--- src/hw/cpu_isa_pkg.sv ---
`default_nettype none

package cpu_isa_pkg;

  ////////////////////
  // widths
  ////////////////////

  localparam int data_w = 8;
  localparam int pc_w   = 4;

  typedef logic [data_w-1:0] data_t;
  typedef logic [pc_w-1:0]   pc_t;

  ////////////////////
  // instruction set
  ////////////////////

  // upper nibble of an instruction word, codes c..f run as nop
  typedef enum logic [3:0] {
    OP_NOP    = 4'h0,
    OP_LDA_LO = 4'h1,
    OP_LDA_HI = 4'h2,
    OP_LDB_LO = 4'h3,
    OP_LDB_HI = 4'h4,
    OP_LDC_LO = 4'h5,
    OP_LDC_HI = 4'h6,
    OP_ADD    = 4'h7,
    OP_SUB    = 4'h8,
    OP_MUL    = 4'h9,
    OP_OUT    = 4'hA,
    OP_IN     = 4'hB
  } opcode_t;

  typedef enum logic [1:0] {REG_A = 2'd0, REG_B = 2'd1, REG_C = 2'd2} reg_sel_t;

  typedef enum logic [1:0] {WR_LO = 2'd0, WR_HI = 2'd1, WR_FULL = 2'd2} wr_part_t;

  typedef enum logic [1:0] {ALU_ADD = 2'd0, ALU_SUB = 2'd1, ALU_MUL = 2'd2} alu_op_t;

endpackage

`default_nettype wire

--- src/hw/host_pins_pkg.sv ---
`default_nettype none

package host_pins_pkg;

  ////////////////////
  // uio_in fields
  ////////////////////

  // bit 7 is the run level
  localparam int run_bit = 7;

  // load field sits on bits 5:4
  localparam int load_lsb = 4;

  // field value that asks for a program write
  localparam logic [1:0] load_code = 2'b01;

  // program address on bits 3:0
  localparam int addr_lsb = 0;

endpackage

`default_nettype wire

--- src/hw/reg_if.sv ---
`timescale 1ns/1ps
`default_nettype none

interface reg_if;
  import cpu_isa_pkg::*;

  // write request, taken at the rising edge where wr_en is high
  logic     wr_en;
  reg_sel_t wr_sel;
  wr_part_t wr_part;
  data_t    wr_data;

  // current register contents
  data_t a_val;
  data_t b_val;
  data_t c_val;

  modport ctrl (
    output wr_en, wr_sel, wr_part, wr_data,
    input  a_val, b_val, c_val
  );

  modport regs (
    input  wr_en, wr_sel, wr_part, wr_data,
    output a_val, b_val, c_val
  );

endinterface

`default_nettype wire

--- src/hw/program_ram.sv ---
`timescale 1ns/1ps
`default_nettype none

module program_ram #(
  parameter int depth = 16
) (
  input  wire               clk,
  input  wire               reset,
  input  wire               wr_en,
  input  cpu_isa_pkg::pc_t   wr_addr,
  input  cpu_isa_pkg::data_t wr_data,
  input  cpu_isa_pkg::pc_t   rd_addr,
  output cpu_isa_pkg::data_t rd_data
);
  import cpu_isa_pkg::*;

  data_t mem [depth];

  // reset fills the store with nop words
  always_ff @(posedge clk) begin
    if (reset) begin
      for (int i = 0; i < depth; i++) begin
        mem[i] <= '0;
      end
    end else if (wr_en) begin
      mem[wr_addr] <= wr_data;
    end
  end

  // fetch reads the old word when the host writes the same address
  assign rd_data = mem[rd_addr];

endmodule

`default_nettype wire

--- src/hw/fetch_unit.sv ---
`timescale 1ns/1ps
`default_nettype none

module fetch_unit #(
  parameter int depth = 16
) (
  input  wire                 clk,
  input  wire                 reset,
  input  wire                 run,
  output cpu_isa_pkg::pc_t     rd_addr,
  input  cpu_isa_pkg::data_t   rd_data,
  output logic                instr_valid,
  output cpu_isa_pkg::opcode_t opcode,
  output logic [3:0]          operand
);
  import cpu_isa_pkg::*;

  pc_t   pc;
  data_t ir;

  ////////////////////
  // program counter
  ////////////////////

  // advances only on edges where run is high, wraps at the last word
  always_ff @(posedge clk) begin
    if (reset) begin
      pc <= '0;
    end else if (run) begin
      if (pc == pc_t'(depth - 1)) begin
        pc <= '0;
      end else begin
        pc <= pc + 1'b1;
      end
    end
  end

  assign rd_addr = pc;

  ////////////////////
  // instruction register
  ////////////////////

  always_ff @(posedge clk) begin
    if (reset) begin
      instr_valid <= 1'b0;
    end else begin
      instr_valid <= run;
    end
  end

  // word holds while run is low, instr_valid says whether it still counts
  always_ff @(posedge clk) begin
    if (run) begin
      ir <= rd_data;
    end
  end

  // unused codes c..f fall back to nop
  always_comb begin
    if (ir[7:4] <= OP_IN) begin
      opcode = opcode_t'(ir[7:4]);
    end else begin
      opcode = OP_NOP;
    end
  end

  assign operand = ir[3:0];

endmodule

`default_nettype wire

--- src/hw/alu.sv ---
`timescale 1ns/1ps
`default_nettype none

module alu (
  input  cpu_isa_pkg::data_t   a,
  input  cpu_isa_pkg::data_t   b,
  input  cpu_isa_pkg::alu_op_t op,
  output cpu_isa_pkg::data_t   result
);
  import cpu_isa_pkg::*;

  // full product, only the low byte is kept
  logic [2*data_w-1:0] product;

  assign product = a * b;

  // all results wrap modulo 256
  always_comb begin
    case (op)
      ALU_SUB: result = a - b;
      ALU_MUL: result = product[data_w-1:0];
      default: result = a + b;
    endcase
  end

endmodule

`default_nettype wire

--- src/hw/reg_file.sv ---
`timescale 1ns/1ps
`default_nettype none

module reg_file (
  input wire clk,
  input wire reset,
  reg_if.regs regs
);
  import cpu_isa_pkg::*;

  localparam int nib_w = data_w / 2;

  // entry 0 is A, 1 is B, 2 is C
  data_t regs_q [3];

  ////////////////////
  // write port
  ////////////////////

  always_ff @(posedge clk) begin
    if (reset) begin
      for (int i = 0; i < 3; i++) begin
        regs_q[i] <= '0;
      end
    end else if (regs.wr_en) begin
      case (regs.wr_part)
        // nibble loads leave the other half untouched
        WR_LO: begin
          regs_q[regs.wr_sel][nib_w-1:0] <= regs.wr_data[nib_w-1:0];
        end
        WR_HI: begin
          regs_q[regs.wr_sel][data_w-1:nib_w] <= regs.wr_data[data_w-1:nib_w];
        end
        default: begin
          regs_q[regs.wr_sel] <= regs.wr_data;
        end
      endcase
    end
  end

  ////////////////////
  // read side
  ////////////////////

  assign regs.a_val = regs_q[REG_A];
  assign regs.b_val = regs_q[REG_B];
  assign regs.c_val = regs_q[REG_C];

endmodule

`default_nettype wire

--- src/hw/exec_control.sv ---
`timescale 1ns/1ps
`default_nettype none

module exec_control (
  input  wire                 clk,
  input  wire                 reset,
  input  wire                 instr_valid,
  input  cpu_isa_pkg::opcode_t opcode,
  input  wire [3:0]           operand,
  input  cpu_isa_pkg::data_t   ui_in,
  output cpu_isa_pkg::alu_op_t alu_op,
  input  cpu_isa_pkg::data_t   alu_result,
  reg_if.ctrl                 regs,
  output cpu_isa_pkg::data_t   uo_out
);
  import cpu_isa_pkg::*;

  logic       sel_ok;
  reg_sel_t   sel;
  logic [3:0] ld_idx;
  data_t      out_val;

  // IN and OUT name a register in the operand, 3 and above do nothing
  assign sel_ok = (operand <= 4'd2);
  assign sel    = reg_sel_t'(operand[1:0]);

  // load opcodes run 1..6 as A lo, A hi, B lo, B hi, C lo, C hi
  assign ld_idx = opcode - OP_LDA_LO;

  always_comb begin
    case (opcode)
      OP_SUB:  alu_op = ALU_SUB;
      OP_MUL:  alu_op = ALU_MUL;
      default: alu_op = ALU_ADD;
    endcase
  end

  ////////////////////
  // register write
  ////////////////////

  always_comb begin
    regs.wr_en   = 1'b0;
    regs.wr_sel  = REG_A;
    regs.wr_part = WR_FULL;
    regs.wr_data = ui_in;
    if (instr_valid) begin
      case (opcode)
        OP_LDA_LO, OP_LDA_HI, OP_LDB_LO, OP_LDB_HI, OP_LDC_LO, OP_LDC_HI: begin
          regs.wr_en   = 1'b1;
          regs.wr_sel  = reg_sel_t'(ld_idx[2:1]);
          regs.wr_part = ld_idx[0] ? WR_HI : WR_LO;
          // operand on both nibbles, reg_file picks the half it needs
          regs.wr_data = {operand, operand};
        end
        OP_ADD, OP_SUB, OP_MUL: begin
          regs.wr_en   = 1'b1;
          regs.wr_sel  = REG_C;
          regs.wr_data = alu_result;
        end
        OP_IN: begin
          regs.wr_en  = sel_ok;
          regs.wr_sel = sel;
        end
        default: begin
          regs.wr_en = 1'b0;
        end
      endcase
    end
  end

  ////////////////////
  // output register
  ////////////////////

  always_comb begin
    case (sel)
      REG_A:   out_val = regs.a_val;
      REG_B:   out_val = regs.b_val;
      default: out_val = regs.c_val;
    endcase
  end

  always_ff @(posedge clk) begin
    if (reset) begin
      uo_out <= '0;
    end else if (instr_valid && opcode == OP_OUT && sel_ok) begin
      uo_out <= out_val;
    end
  end

endmodule

`default_nettype wire

--- src/hw/cpu_top.sv ---
`timescale 1ns/1ps
`default_nettype none

module cpu_top (
  input  wire               clk,
  input  wire               reset,
  input  cpu_isa_pkg::data_t ui_in,
  input  cpu_isa_pkg::data_t uio_in,
  output cpu_isa_pkg::data_t uo_out
);
  import cpu_isa_pkg::*;
  import host_pins_pkg::*;

  localparam int depth = 16;

  logic       run;
  logic       load_en;
  pc_t        load_addr;
  pc_t        rd_addr;
  data_t      rd_data;
  logic       instr_valid;
  opcode_t    opcode;
  logic [3:0] operand;
  alu_op_t    alu_op;
  data_t      alu_result;

  ////////////////////
  // host control decode
  ////////////////////

  assign run       = uio_in[run_bit];
  assign load_en   = (uio_in[load_lsb +: $bits(load_code)] == load_code);
  assign load_addr = uio_in[addr_lsb +: pc_w];

  reg_if regs_if ();

  ////////////////////
  // datapath
  ////////////////////

  program_ram #(.depth(depth)) ram_i (
    .clk(clk), .reset(reset),
    .wr_en(load_en), .wr_addr(load_addr), .wr_data(ui_in),
    .rd_addr(rd_addr), .rd_data(rd_data)
  );

  fetch_unit #(.depth(depth)) fetch_i (
    .clk(clk), .reset(reset), .run(run),
    .rd_addr(rd_addr), .rd_data(rd_data),
    .instr_valid(instr_valid), .opcode(opcode), .operand(operand)
  );

  exec_control exec_i (
    .clk(clk), .reset(reset),
    .instr_valid(instr_valid), .opcode(opcode), .operand(operand),
    .ui_in(ui_in), .alu_op(alu_op), .alu_result(alu_result),
    .regs(regs_if.ctrl), .uo_out(uo_out)
  );

  // ALU always works on A and B, exec_control decides where the result goes
  alu alu_i (
    .a(regs_if.a_val), .b(regs_if.b_val), .op(alu_op), .result(alu_result)
  );

  reg_file regs_i (
    .clk(clk), .reset(reset), .regs(regs_if.regs)
  );

endmodule

`default_nettype wire

--- config.mk ---
export PLATFORM = sky130hd
export DESIGN_NAME = cpu_top
export DESIGN_NICKNAME = d
export VERILOG_FILES = /design/src/hw/cpu_isa_pkg.sv /design/src/hw/host_pins_pkg.sv /design/src/hw/reg_if.sv /design/src/hw/program_ram.sv /design/src/hw/fetch_unit.sv /design/src/hw/alu.sv /design/src/hw/reg_file.sv /design/src/hw/exec_control.sv /design/src/hw/cpu_top.sv
export SDC_FILE = /design/constraint.sdc
export NUM_CORES = 1
export LEC_CHECK = 0
export ABC_AREA = 1
export BUFFER_PORTS_ARGS = -buffer_cell sky130_fd_sc_hd__buf_2
export CORE_MARGIN = 2
export CORE_UTILIZATION = 50
export DETAILED_ROUTE_END_ITERATION = 7
export PLACE_DENSITY = 0.63
export SYNTH_ARGS = -nofsm -noshare
export SYNTH_HDL_FRONTEND = slang
export SYNTH_SLANG_ARGS = --single-unit
--- constraint.sdc ---
create_clock -name clk -period 8.2 [get_ports clk]
set_input_delay 1.64 -clock clk [delete_from_list [all_inputs] [get_ports clk]]
set_output_delay 1.64 -clock clk [all_outputs]
set_load 0.02 [all_outputs]
# Word-level counts from Yosys, hierarchy flattened
# Memory sizes are Yosys's and may differ from the RTL's. A register that Yosys moved wholly into a read port is not among the register bits.
# Cells that the tools add are included.
[classes] eq_ne=17 n_lt_le_gt_ge=2 reduce_logical=10 mux=39 bitwise=2 shifts=0 div=0 n_addsub=4 mul=1
[op_table] cell="$pmux W8 S2" n=3
[op_table] cell="$mux W8" n=3
[op_table] cell="$eq A4 B4 Y1 const B" n=5
[op_table] cell="$mux W1" n=20
[op_table] cell="$mux W4" n=5
[op_table] cell="$eq A4 B3 Y1 const B" n=4
[op_table] cell="$reduce_or A8 Y1" n=2
[op_table] cell="$mux W2" n=5
[op_table] cell="$reduce_or A9 Y1" n=1
[op_table] cell="$add A8 B8 Y8" n=1
[op_table] cell="$eq A2 B1 Y1 const B" n=4
[op_table] cell="$eq A4 B2 Y1 const B" n=2
[op_table] cell="$mul A8 B8 Y8" n=1
[op_table] cell="$sub A8 B8 Y8" n=1
[op_table] cell="$pmux W2 S3" n=1
[op_table] cell="$reduce_or A6 Y1" n=1
[op_table] cell="$add A4 B1 Y4 const B" n=1
[op_table] cell="$eq A4 B1 Y1 const B" n=1
[op_table] cell="$le A4 B2 Y1 const B" n=1
[op_table] cell="$le A4 B4 Y1 const B" n=1
[op_table] cell="$logic_not A2 Y1" n=2
[op_table] cell="$pmux W2 S2" n=1
[op_table] cell="$reduce_or A3 Y1" n=1
[op_table] cell="$sub A3 B1 Y3 const B" n=1
[op_table] cell="other kinds (5)" n=7
[word_totals] mem_bits_rw=152 out_inout_bits=8 ff_bits=13 memories=2 in_bits=18 latch_bits=0 wordCells=80 rom_bits=0
[mem_list] name="ram_i.mem" depth=16 word_bits=8 rd=1 rd_ports_with_merged_regs=1 wr=16 line="program_ram.sv:17" text="data_t mem [depth];"
[mem_list] name="regs_i.regs_q" depth=3 word_bits=8 rd=3 rd_ports_with_merged_regs=0 wr=3 line="reg_file.sv:14" text="data_t regs_q [3];"

# Logic depth before layout (Yosys ltp)
# Gate-level depths: netlist (run 1).
[logic_depth] word_depth=15 mapped_depth=23 ltp_nobuf=22

# Modules after synthesis
# Synthesis (run 1) repeated with hierarchy kept, for this count alone.
[unflattened] hier_cells=1303 area_unflattened_um2=10368.7
[modules_own_cells] mod="program_ram" area_each_um2=6244.7 cells_each=708 n_inst=1 seq_area_each_um2=3843.7
[modules_own_cells] mod="alu" area_each_um2=1646.6 cells_each=285 n_inst=1 seq_area_each_um2=0.0
[modules_own_cells] mod="exec_control" area_each_um2=992.2 cells_each=182 n_inst=1 seq_area_each_um2=160.2
[modules_own_cells] mod="reg_file" area_each_um2=945.9 cells_each=80 n_inst=1 seq_area_each_um2=720.7
[modules_own_cells] mod="fetch_unit" area_each_um2=529.3 cells_each=46 n_inst=1 seq_area_each_um2=340.3
[modules_own_cells] mod="cpu_top" area_each_um2=10.0 cells_each=2 n_inst=1 seq_area_each_um2=0.0

# Worst setup path before layout (run 1)
# Ideal clock, no wire load.
[synth_timing] kind="flip-flop to flip-flop" from="memory regs_i.regs_q[0][1] (netlist bit)" to="memory regs_i.regs_q[0][7] (netlist bit) (data pin)" stages_incl_launch_ff=23 required_time_ps=7946 period_less_slack_ps=4070 n_path_buf=1 slack_ps=4130 t_arrival_ps=3817 setup_ps=254 path_cell_list="edfxtp_1 > buf_2 > nand2_1 > fa_1 > fa_1 > inv_1 > fa_1 > inv_1 > fa_1 > inv_1 > ha_1 > a21oi_1 > nand3_1 > nand2_1 > nand2_1 > nand2_1 > inv_1 > nand2_1 > nand3_1 > nand3_1 > nand2_1 > nand2_1 > nor2_1"
[synth_rtl] element="start, declared" line="reg_file.sv:14"

==> results of run 1 <==
==> path summary, 6_finish.rpt <==
kind                            start                  end  slack (ps)  cells after the start
setup / recovery  regs_i.regs_q[1][2]  regs_i.regs_q[1][7]        3580                     21
hold / removal       exec_i.uo_out[6]     exec_i.uo_out[6]         460                      2
setup reg to reg  regs_i.regs_q[1][2]  regs_i.regs_q[1][7]        3580                     21
hold reg to reg      exec_i.uo_out[6]     exec_i.uo_out[6]         460                      2
==> kinds of logic after synthesis <==
family          after synthesis  synth area share
buf+inv                     148            0.0601
flops                       173             0.532
compound gates              134            0.0950
mux                          15            0.0158
fa+ha+maj                    48            0.0734
simple gates                503             0.210
xor+xnor                     14            0.0129
==> state kept, by name, summed over array words and instances, names as in the netlist <==
signal and cells:
fetch_i.instr_valid 1, fetch_i.rd_addr 4, fetch_i.ir 8, ram_i.mem 128, exec_i.uo_out 8, regs_i.regs_q 24
==> synthesized netlist by cell type, drive strengths merged (8+ instances only) <==
cell type	count
xor2	10
nand2	213
o21ai	48
edfxtp	160
clkbuf	29
o32ai	17
mux2i	15
o221ai	15
buf	14
dfxtp	13
a21oi	31
a31o	8
ha	35
fa	13
nand3	34
nor2	244
inv	99
==> metrics by stage <==
step,total power [mW],instances
3_5_place_dp,1.37,1252
6_report,2.13,1284
4_1_cts,2.14,1284
3_3_place_gp,1.36,1252
5_1_grt,2.22,1284
2_1_floorplan,1.28,1035
==> final cells by class <==
type                    instances  area [µm²]
clock buffers                  19         433
clock inverters                13         134
fillers                      1681        8370
inverters                     105         394
multi-input cells             714        3880
flip-flops and latches        173        5070
well taps                     234         293
repair buffers                 26         135
==> power by group through the flow <==
| stage | Sequential [mW] | Combinational (mW) | Clock, mW |
|---|---|---|---|
| global route | 1.05 | 0.342 | 0.824 |
| CTS | 1.05 | 0.304 | 0.787 |
| global placement | 1.07 | 0.298 | 0 |
| detailed placement | 1.07 | 0.301 | 0 |
| floorplan | 1.04 | 0.236 | 0 |
| finish | 1.05 | 0.302 | 0.780 |
==> worst register-to-register path, cell delays in order, from the launching register on <==
cell	delay, ps
edfxtp_1	700
nand2_1	140
fa_1	420
fa_1	540
inv_1	40
fa_1	470
inv_1	50
fa_1	540
inv_1	50
ha_1	330
a21oi_1	200
nand3_1	110
nand2_1	80
nand2_1	40
nand2_1	90
inv_1	40
nand2_1	60
nand3_1	70
nand3_1	100
nand2_1	100
nand2_1	140
nor2_1	60
==> layer usage <==
layer | part of all wire | vias up | routed length, µm | global-route usage
met5 | 0 | - | 0 | 0
met4 | 0.035 | 0 | 779 | 0.106
met3 | 0.050 | 37 | 1100 | 0.0387
met2 | 0.46 | 195 | 10200 | 0.371
met1 | 0.45 | 3275 | 10000 | 0.310
li1 | - | 3466 | - | -
==> flow_metrics.tcl, run 1 <==
set metrics [dict create \
    cts_resized 0 \
    fp.dieH_um 142 \
    postCtsHoldBufs 0 \
    grt_antenna_before_repair 0 \
    setup_tns_ps 0 \
    p_comb_frac 0.142 \
    synth_seq_cells 173 \
    hold_path_class "flop to flop" \
    p_leak_nw 4.31 \
    std_cell_rows 50 \
    fin_util 0.552 \
    initialDrtViolationCount 473 \
    avgSynthCellArea_um2 9.19 \
    cp_data_arrival_time_ps 4800 \
    max_slew_margin 0.237 \
    htreeDepth 4 \
    clock_latency_ps 430 \
    die_w_um 142 \
    nets 1103 \
    timing.fmax_ghz 0.216 \
    yosysTopAreaCell "edfxtp_1" \
    period_minus_slack_ps 4620 \
    required_ps 8380 \
    overflow 0 \
    synth.yosys.seq_area_share 0.532 \
    grt_pass1_vias 6654 \
    setup_ws_ps 3580 \
    seqPwrFrac 0.492 \
    cts_tree "done" \
    placed_cell_area_um2 9770 \
    tightest_slew_ps 1140 \
    synthArstFlopShare 0 \
    ant_nets 0 \
    post-cts-setup-buffer-count 0 \
    wirelength_um 22100 \
    critPathKind "flop to flop" \
    final_common_cell "nor2_1" \
    finalSetupViolCount 0 \
    synth.cell_area_um2 9510 \
    end_kind "flop" \
    ir_drop_mv 0.139 \
    routedWlPerCell_um 17.2 \
    power_switching_mw 0.595 \
    yosysTopAreaCellShare 0.505 \
    path_buf_inv 4 \
    intPower_mw 1.54 \
    track_usage 0.231 \
    hold_violations 0 \
    p_per_area_nw_per_um2 206 \
    cts_buffers 17 \
    num_vias 6973 \
    place_hpwl_um 15000 \
    clk_pin_slew_ps 70 \
    area_growth_syn_to_layout_pct 8.61 \
    antennaDiodeCount 0 \
    cts-root-buf "clkbuf_16" \
    design_area_um2 10300 \
    globalplace.congestion 0.859 \
    synth_nets 1101 \
    port_buffers 24 \
    crit_top_cell "nand2_1" \
    rsz0062_at_grt "no" \
    hold_ws_ps 463 \
    synth_cells 1035 \
    grt_max_degree 69 \
    cp_top_family "adder cells" \
    p_sw_frac 0.279 \
    grt_pass1_wl_um 35100 \
    layout-drive-gt1-share 0.0819 \
    yosys_most_used_dff "edfxtp_1" \
    worstSetupStartpointType "flop" \
    ios 26 \
    drcViolationCount 0 \
    crit_chain "nand2_1 -> fa_1 -> fa_1 -> inv_1 -> fa_1 -> inv_1 -> fa_1 -> inv_1 -> ha_1 -> a21oi_1 -> nand3_1 -> nand2_1 -> nand2_1 -> nand2_1 -> inv_1 -> nand2_1 -> nand3_1 -> nand3_1 -> nand2_1 -> nand2_1 -> nor2_1" \
    final_max_slew_viol_count 0 \
    via_per_inst 5.43 \
    finClkSkew_ps 15.4 \
    dieArea_um2 20100 \
    synth_cell_types 39 \
    cts_buffer_depth 2 \
    core_um2 18700 \
    synth_edf_count 160 \
    layout_common_cells "239 x nor2_1, 206 x nand2_1, 160 x edfxtp_1" \
    pre_cts_slack_ps 3580 \
    cts.sinks 173 \
    critPathMaxStageDelay_ps 700 \
    cpMaxStageDelayCell "edfxtp_1" \
    maxCapViolCount 0 \
    status "finished, final reports clean" \
    synthTopCellsByArea "edfxtp_1 51%, nor2_1 9.4%, nand2_1 8.1%, ha_1 4.6%, inv_1 3.7%" \
    post-route-period-util 0.563 \
    p_clk_frac 0.366 \
    ys_warn_count 0 \
    start_util 0.509 \
    dr.pass1.iters 4 \
    crit_path_max_fanout 12 \
]
Power figures use the tool's default switching activity.
==> run 2: changes to the inputs <==
- PLACE_DENSITY: 0.63 -> 0.66
- clock period: 8.2 -> 4.2 ns (I/O delays scaled with it)
==> run 2 against run 1 <==
  * Highest routed layer unchanged
  * Via count is 2.1% higher
  * Power is 96% higher
  * Wire length is 0.91% higher
  * Global-route usage is 0.12 points higher
  * Count of clock-buffer cells in the layout is 2 lower
  * Sequential power is 93% higher
  * First-iteration DRC count is 3.8% higher
==> flow_metrics.tcl, run 2 (synthesis results as in run 1) <==
set metrics [dict create \
    status "finished, final reports clean" \
    start_util 0.509 \
    track_usage 0.232 \
    cts_buffer_depth 2 \
    crit_path_max_fanout 4 \
    placed_cells 1270 \
    cts_tree "done" \
    period_minus_slack_ps 3980 \
    layout-drive-gt1-share 0.115 \
    max_slew_margin 0.271 \
    routedWlPerCell_um 17.1 \
    globalplace.congestion 0.860 \
    path_depth 23 \
    die_w_um 142 \
    cts.sinks 173 \
    ir_drop_mv 0.378 \
    grt_antenna_before_repair 1 \
    wirelength_um 22300 \
    end_kind "flop" \
    area_growth_syn_to_layout_pct 11.0 \
    placed_cell_area_um2 9900 \
    grt_max_degree 69 \
    largest_reg_flops 128 \
    maxCapViolCount 0 \
    critPathKind "flop to flop" \
    path_buf_inv 5 \
    crit_chain "buf_4 -> nand2_2 -> fa_1 -> inv_1 -> ha_1 -> fa_1 -> inv_1 -> fa_1 -> inv_2 -> ha_4 -> nand3_1 -> nand2_1 -> nand2_1 -> nand2_1 -> nand2_1 -> nand2_2 -> inv_1 -> nand2_1 -> nand3_2 -> nand3_2 -> nand2_2 -> nand2_2 -> nor2_1" \
    fp.dieH_um 142 \
    htreeDepth 4 \
    overflow 0 \
    clock_latency_ps 430 \
    nets 1123 \
    design_area_um2 10600 \
    port_buffers 24 \
    grt_pass1_vias 6741 \
    p_leak_nw 4.41 \
    fin_util 0.564 \
    hold_path_class "flop to flop" \
    timing.rr.end "regs_i.regs_q[2][7]" \
    post-layout-total-power_mw 4.18 \
    cts-root-buf "clkbuf_16" \
    crit_top_cell "nand2_1" \
    pre_cts_slack_ps -57.0 \
    final_max_slew_viol_count 0 \
    required_ps 4390 \
    cts_buffers 17 \
    grt_pass1_wl_um 35400 \
    num_vias 7118 \
    final_common_cell "nor2_1" \
    layout_common_cells "239 x nor2_1, 200 x nand2_1, 160 x edfxtp_1" \
    place_hpwl_um 15500 \
    r2r_cells 23 \
    timing.rr.start "regs_i.regs_q[1][4]" \
    r2r_setup_slack_ps 220 \
    hp-start "exec_i.uo_out[2]" \
    ios 26 \
    endpoint "regs_i.regs_q[2][7]" \
    cp_data_arrival_time_ps 4170 \
    ant_nets 0 \
    dr.pass1.iters 5 \
    initialDrtViolationCount 491 \
    post-route-period-util 0.949 \
    largestRegisters "ram_i.mem (128), regs_i.regs_q (24)" \
    hold_violations 0 \
    critPathLaunch "regs_i.regs_q[1][4]" \
    p_per_area_nw_per_um2 396 \
    via_per_inst 5.45 \
    critPathMaxStageDelay_ps 520 \
    cpMaxStageDelayCell "fa_1" \
    top_register "ram_i.mem" \
    timing.fmax_ghz 0.251 \
    setup_tns_ps 0 \
    finalSetupViolCount 0 \
    instances_no_fill 1305 \
    core_um2 18700 \
    fillCellCount 1667 \
    drcViolationCount 0 \
    clk_pin_slew_ps 70 \
    hold_ws_ps 462 \
    worstSetupStartpointType "flop" \
    dieArea_um2 20100 \
    std_cell_rows 50 \
    tightest_slew_ps 1090 \
    finClkSkew_ps 12.0 \
    cp_top_family "adder cells" \
    setup_ws_ps 215 \
]
[run 2: changes by cell type in the layout (fill, tap and decap cells not counted), moves of 2 or more]
cell      previous run  this run
buf_4                2        21
clkbuf_1             2         0
ha_1                35        33
ha_4                 0         2
inv_8                1         3
nand2_1            206       200
nand2_2              7        13
nand3_1             34        31
nand3_2              0         3
[run 2: how the worst min path moves through the flow]
stage               cells past startpoint                  to  slack (ps)
finish                                  2    exec_i.uo_out[2]         460
global route                            2    exec_i.uo_out[6]         480
CTS                                     2    exec_i.uo_out[2]         470
detailed placement                      2    exec_i.uo_out[2]         450
global placement                        2    exec_i.uo_out[6]         450
floorplan                               2  fetch_i.rd_addr[3]         500
[run 2: worst min-delay path, cell delays in order, from the launching register on]
cell and delay (ps):
dfxtp_1 310, nand2_1 60, a21oi_1 50
[run 2: routing by layer]
layer | part of all wire | GRT usage
met5 | 0 | 0
met4 | 0.024 | 0.0884
met3 | 0.044 | 0.0323
met2 | 0.50 | 0.400
met1 | 0.43 | 0.300
[run 2: cell type report]
cell class                      count  area (µm²)  area share
Inverter                          105         394      0.0373
Multi-Input combinational cell    714        3940       0.373
Clock inverter                     15         150      0.0142
Sequential cell                   173        5070       0.480
Tap cell                          234         293      0.0277
Clock buffer                       17         425      0.0403
Timing Repair Buffer               46         289      0.0274
Antenna cell                        1        2.50    0.000237
[run 2: report_power, final]
group	internal [mW]	leakage, nW	switching [mW]
clock	0.787	0.272	0.727
combinational	0.217	2.49	0.421
sequential	1.97	1.65	0.0545
total	2.98	4.41	1.20
[run 2: timing repair]
action                                  CTS  global route
cloned                                    0             0
endpoints found under the setup margin    3             6
gates resized for setup                   3            13
endpoints found under the hold margin     0             0
buffers inserted                          0             2
hold buffers                              0             0
pin swaps                                 0            12
==> run 3: changes to the inputs <==
--- a/config.mk
+++ b/config.mk
@@ -12,4 +12,5 @@
 export DETAILED_ROUTE_END_ITERATION = 7
 export PLACE_DENSITY = 0.66
+export REMOVE_ABC_BUFFERS = 1
 export SYNTH_ARGS = -nofsm -noshare
 export SYNTH_HDL_FRONTEND = slang
==> constraint.sdc (replaced) <==
create_clock -name clk -period 4.2 [get_ports clk]
set_input_delay 0.63 -clock clk [delete_from_list [all_inputs] [get_ports clk]]
set_output_delay 0.63 -clock clk [all_outputs]
set_load 0.02 [all_outputs]
==> run 3 against run 2 <==
  * Core utilization is 0.23 points higher
  * Power rose by 3.5%
  * Fmax grew 1.1%
  * Sequential power about the same
  * First-iteration DRC count grew 18%
  * Setup slack improved by 43 ps
  * Critical endpoint is now regs_i.regs_q[1][7]
  * Largest cell class unchanged
  * Largest power group unchanged
==> flow_metrics.tcl, run 3 (synthesis results as in run 1) <==
set metrics [dict create \
    status "finished, final reports clean" \
    period_minus_slack_ps 3940 \
    core_um2 18700 \
    worstSetupStartpointType "flop" \
    fp.dieH_um 142 \
    pre_cts_slack_ps 43.6 \
    hold_ws_ps 463 \
    final_common_cell "nor2_1" \
    start_util 0.509 \
    maxCapViolCount 0 \
    timing.fmax_ghz 0.254 \
    cp_data_arrival_time_ps 4140 \
    clock_latency_ps 430 \
    clk_pin_slew_ps 70 \
    max_slew_margin 0.240 \
    placed_cells 1271 \
    largestRegisters "ram_i.mem (128), regs_i.regs_q (24)" \
    cts.sinks 173 \
    hold_violations 0 \
    cts_buffers 17 \
    nets 1126 \
    tightest_slew_ps 1140 \
    grt_max_degree 69 \
    grt_pass1_vias 7020 \
    via_per_inst 5.53 \
    overflow 0 \
    instances_no_fill 1308 \
    cts-root-buf "clkbuf_16" \
    p_leak_nw 4.45 \
    die_w_um 142 \
    final_max_slew_viol_count 0 \
    ios 26 \
    ir_drop_mv 0.311 \
    wirelength_um 23100 \
    grt_pass1_wl_um 36500 \
    port_buffers 24 \
    num_vias 7235 \
    dr.pass1.iters 5 \
    area_growth_syn_to_layout_pct 11.4 \
    cts_buffer_depth 2 \
    crit_path_max_fanout 3 \
    post-route-period-util 0.939 \
    drcViolationCount 0 \
    hold_path_class "flop to flop" \
    p_per_area_nw_per_um2 408 \
    cts_tree "done" \
    initialDrtViolationCount 581 \
    design_area_um2 10600 \
    globalplace.congestion 0.834 \
    required_ps 4390 \
    end_kind "flop" \
    largest_reg_flops 128 \
    htreeDepth 4 \
    setup_ws_ps 258 \
    place_hpwl_um 16000 \
    layout-drive-gt1-share 0.111 \
    dieArea_um2 20100 \
    finClkSkew_ps 10.6 \
    routedWlPerCell_um 17.6 \
    track_usage 0.240 \
    finalSetupViolCount 0 \
    fin_util 0.567 \
    critPathKind "flop to flop" \
    std_cell_rows 50 \
    placed_cell_area_um2 9910 \
    grt_antenna_before_repair 1 \
    ant_nets 0 \
    layout_common_cells "239 x nor2_1, 203 x nand2_1, 160 x edfxtp_1" \
    top_register "ram_i.mem" \
]
## run 3: through the flow
step	setup TNS (ps)	power (mW)
after floorplan	0	2.48
after global placement	0	2.68
after detailed placement	0	2.69
after CTS	0	4.32
after global routing	-71.5	4.48
final	0	4.33
## run 3: worst paths after layout
path / startpoint / end / slack (ps) / cells after the start
max reg2reg: regs_i.regs_q[1][2] / regs_i.regs_q[1][7] / 260 / 22
max: regs_i.regs_q[1][2] / regs_i.regs_q[1][7] / 260 / 22
min reg2reg: exec_i.uo_out[4] / exec_i.uo_out[4] / 460 / 2
min: exec_i.uo_out[4] / exec_i.uo_out[4] / 460 / 2
## run 3: critical path: stages, from the launching register on
cell and delay, ps:
edfxtp_1 450, buf_4 170, nand2_1 70, fa_1 400
inv_1 100, ha_4 210, fa_1 520, inv_1 50
fa_1 530, inv_1 70, ha_4 250, a21oi_2 130
nand2_1 60, nand2_1 70, nand2_1 50, nand2_1 60
nand2_2 60, nand3_1 80, nand3_1 80, nand3_1 90
nand2_1 80, nand2_2 90, nor2_1 50
## run 3: per-layer routing
| metal | share of wire | vias to the layer above | track usage |
|---|---|---|---|
| li1 | - | 3526 | - |
| met1 | 0.43 | 3446 | 0.314 |
| met2 | 0.50 | 220 | 0.404 |
| met3 | 0.051 | 43 | 0.0417 |
| met4 | 0.022 | 0 | 0.0916 |
| met5 | 0 | - | 0 |
## run 3: area by class of cell
cell class / count / area (µm²)
diodes: 1 / 2.50
clock buffers: 17 / 425
clock inverters: 15 / 193
fillers: 1679 / 8100
inverters: 105 / 394
multi-input cells: 714 / 3920
flip-flops and latches: 173 / 5070
well taps: 234 / 293
repair buffers: 49 / 312
## run 3: timing repair
action | CTS | global route
gates resized for setup | 0 | 8
endpoints found under the setup margin | 0 | 5
hold buffers | 0 | 0
buffers inserted | 0 | 4
## run 3: where the power goes
group | switching (mW) | internal (mW)
combinational | 0.431 | 0.219
sequential | 0.0536 | 1.97
clock | 0.737 | 0.912
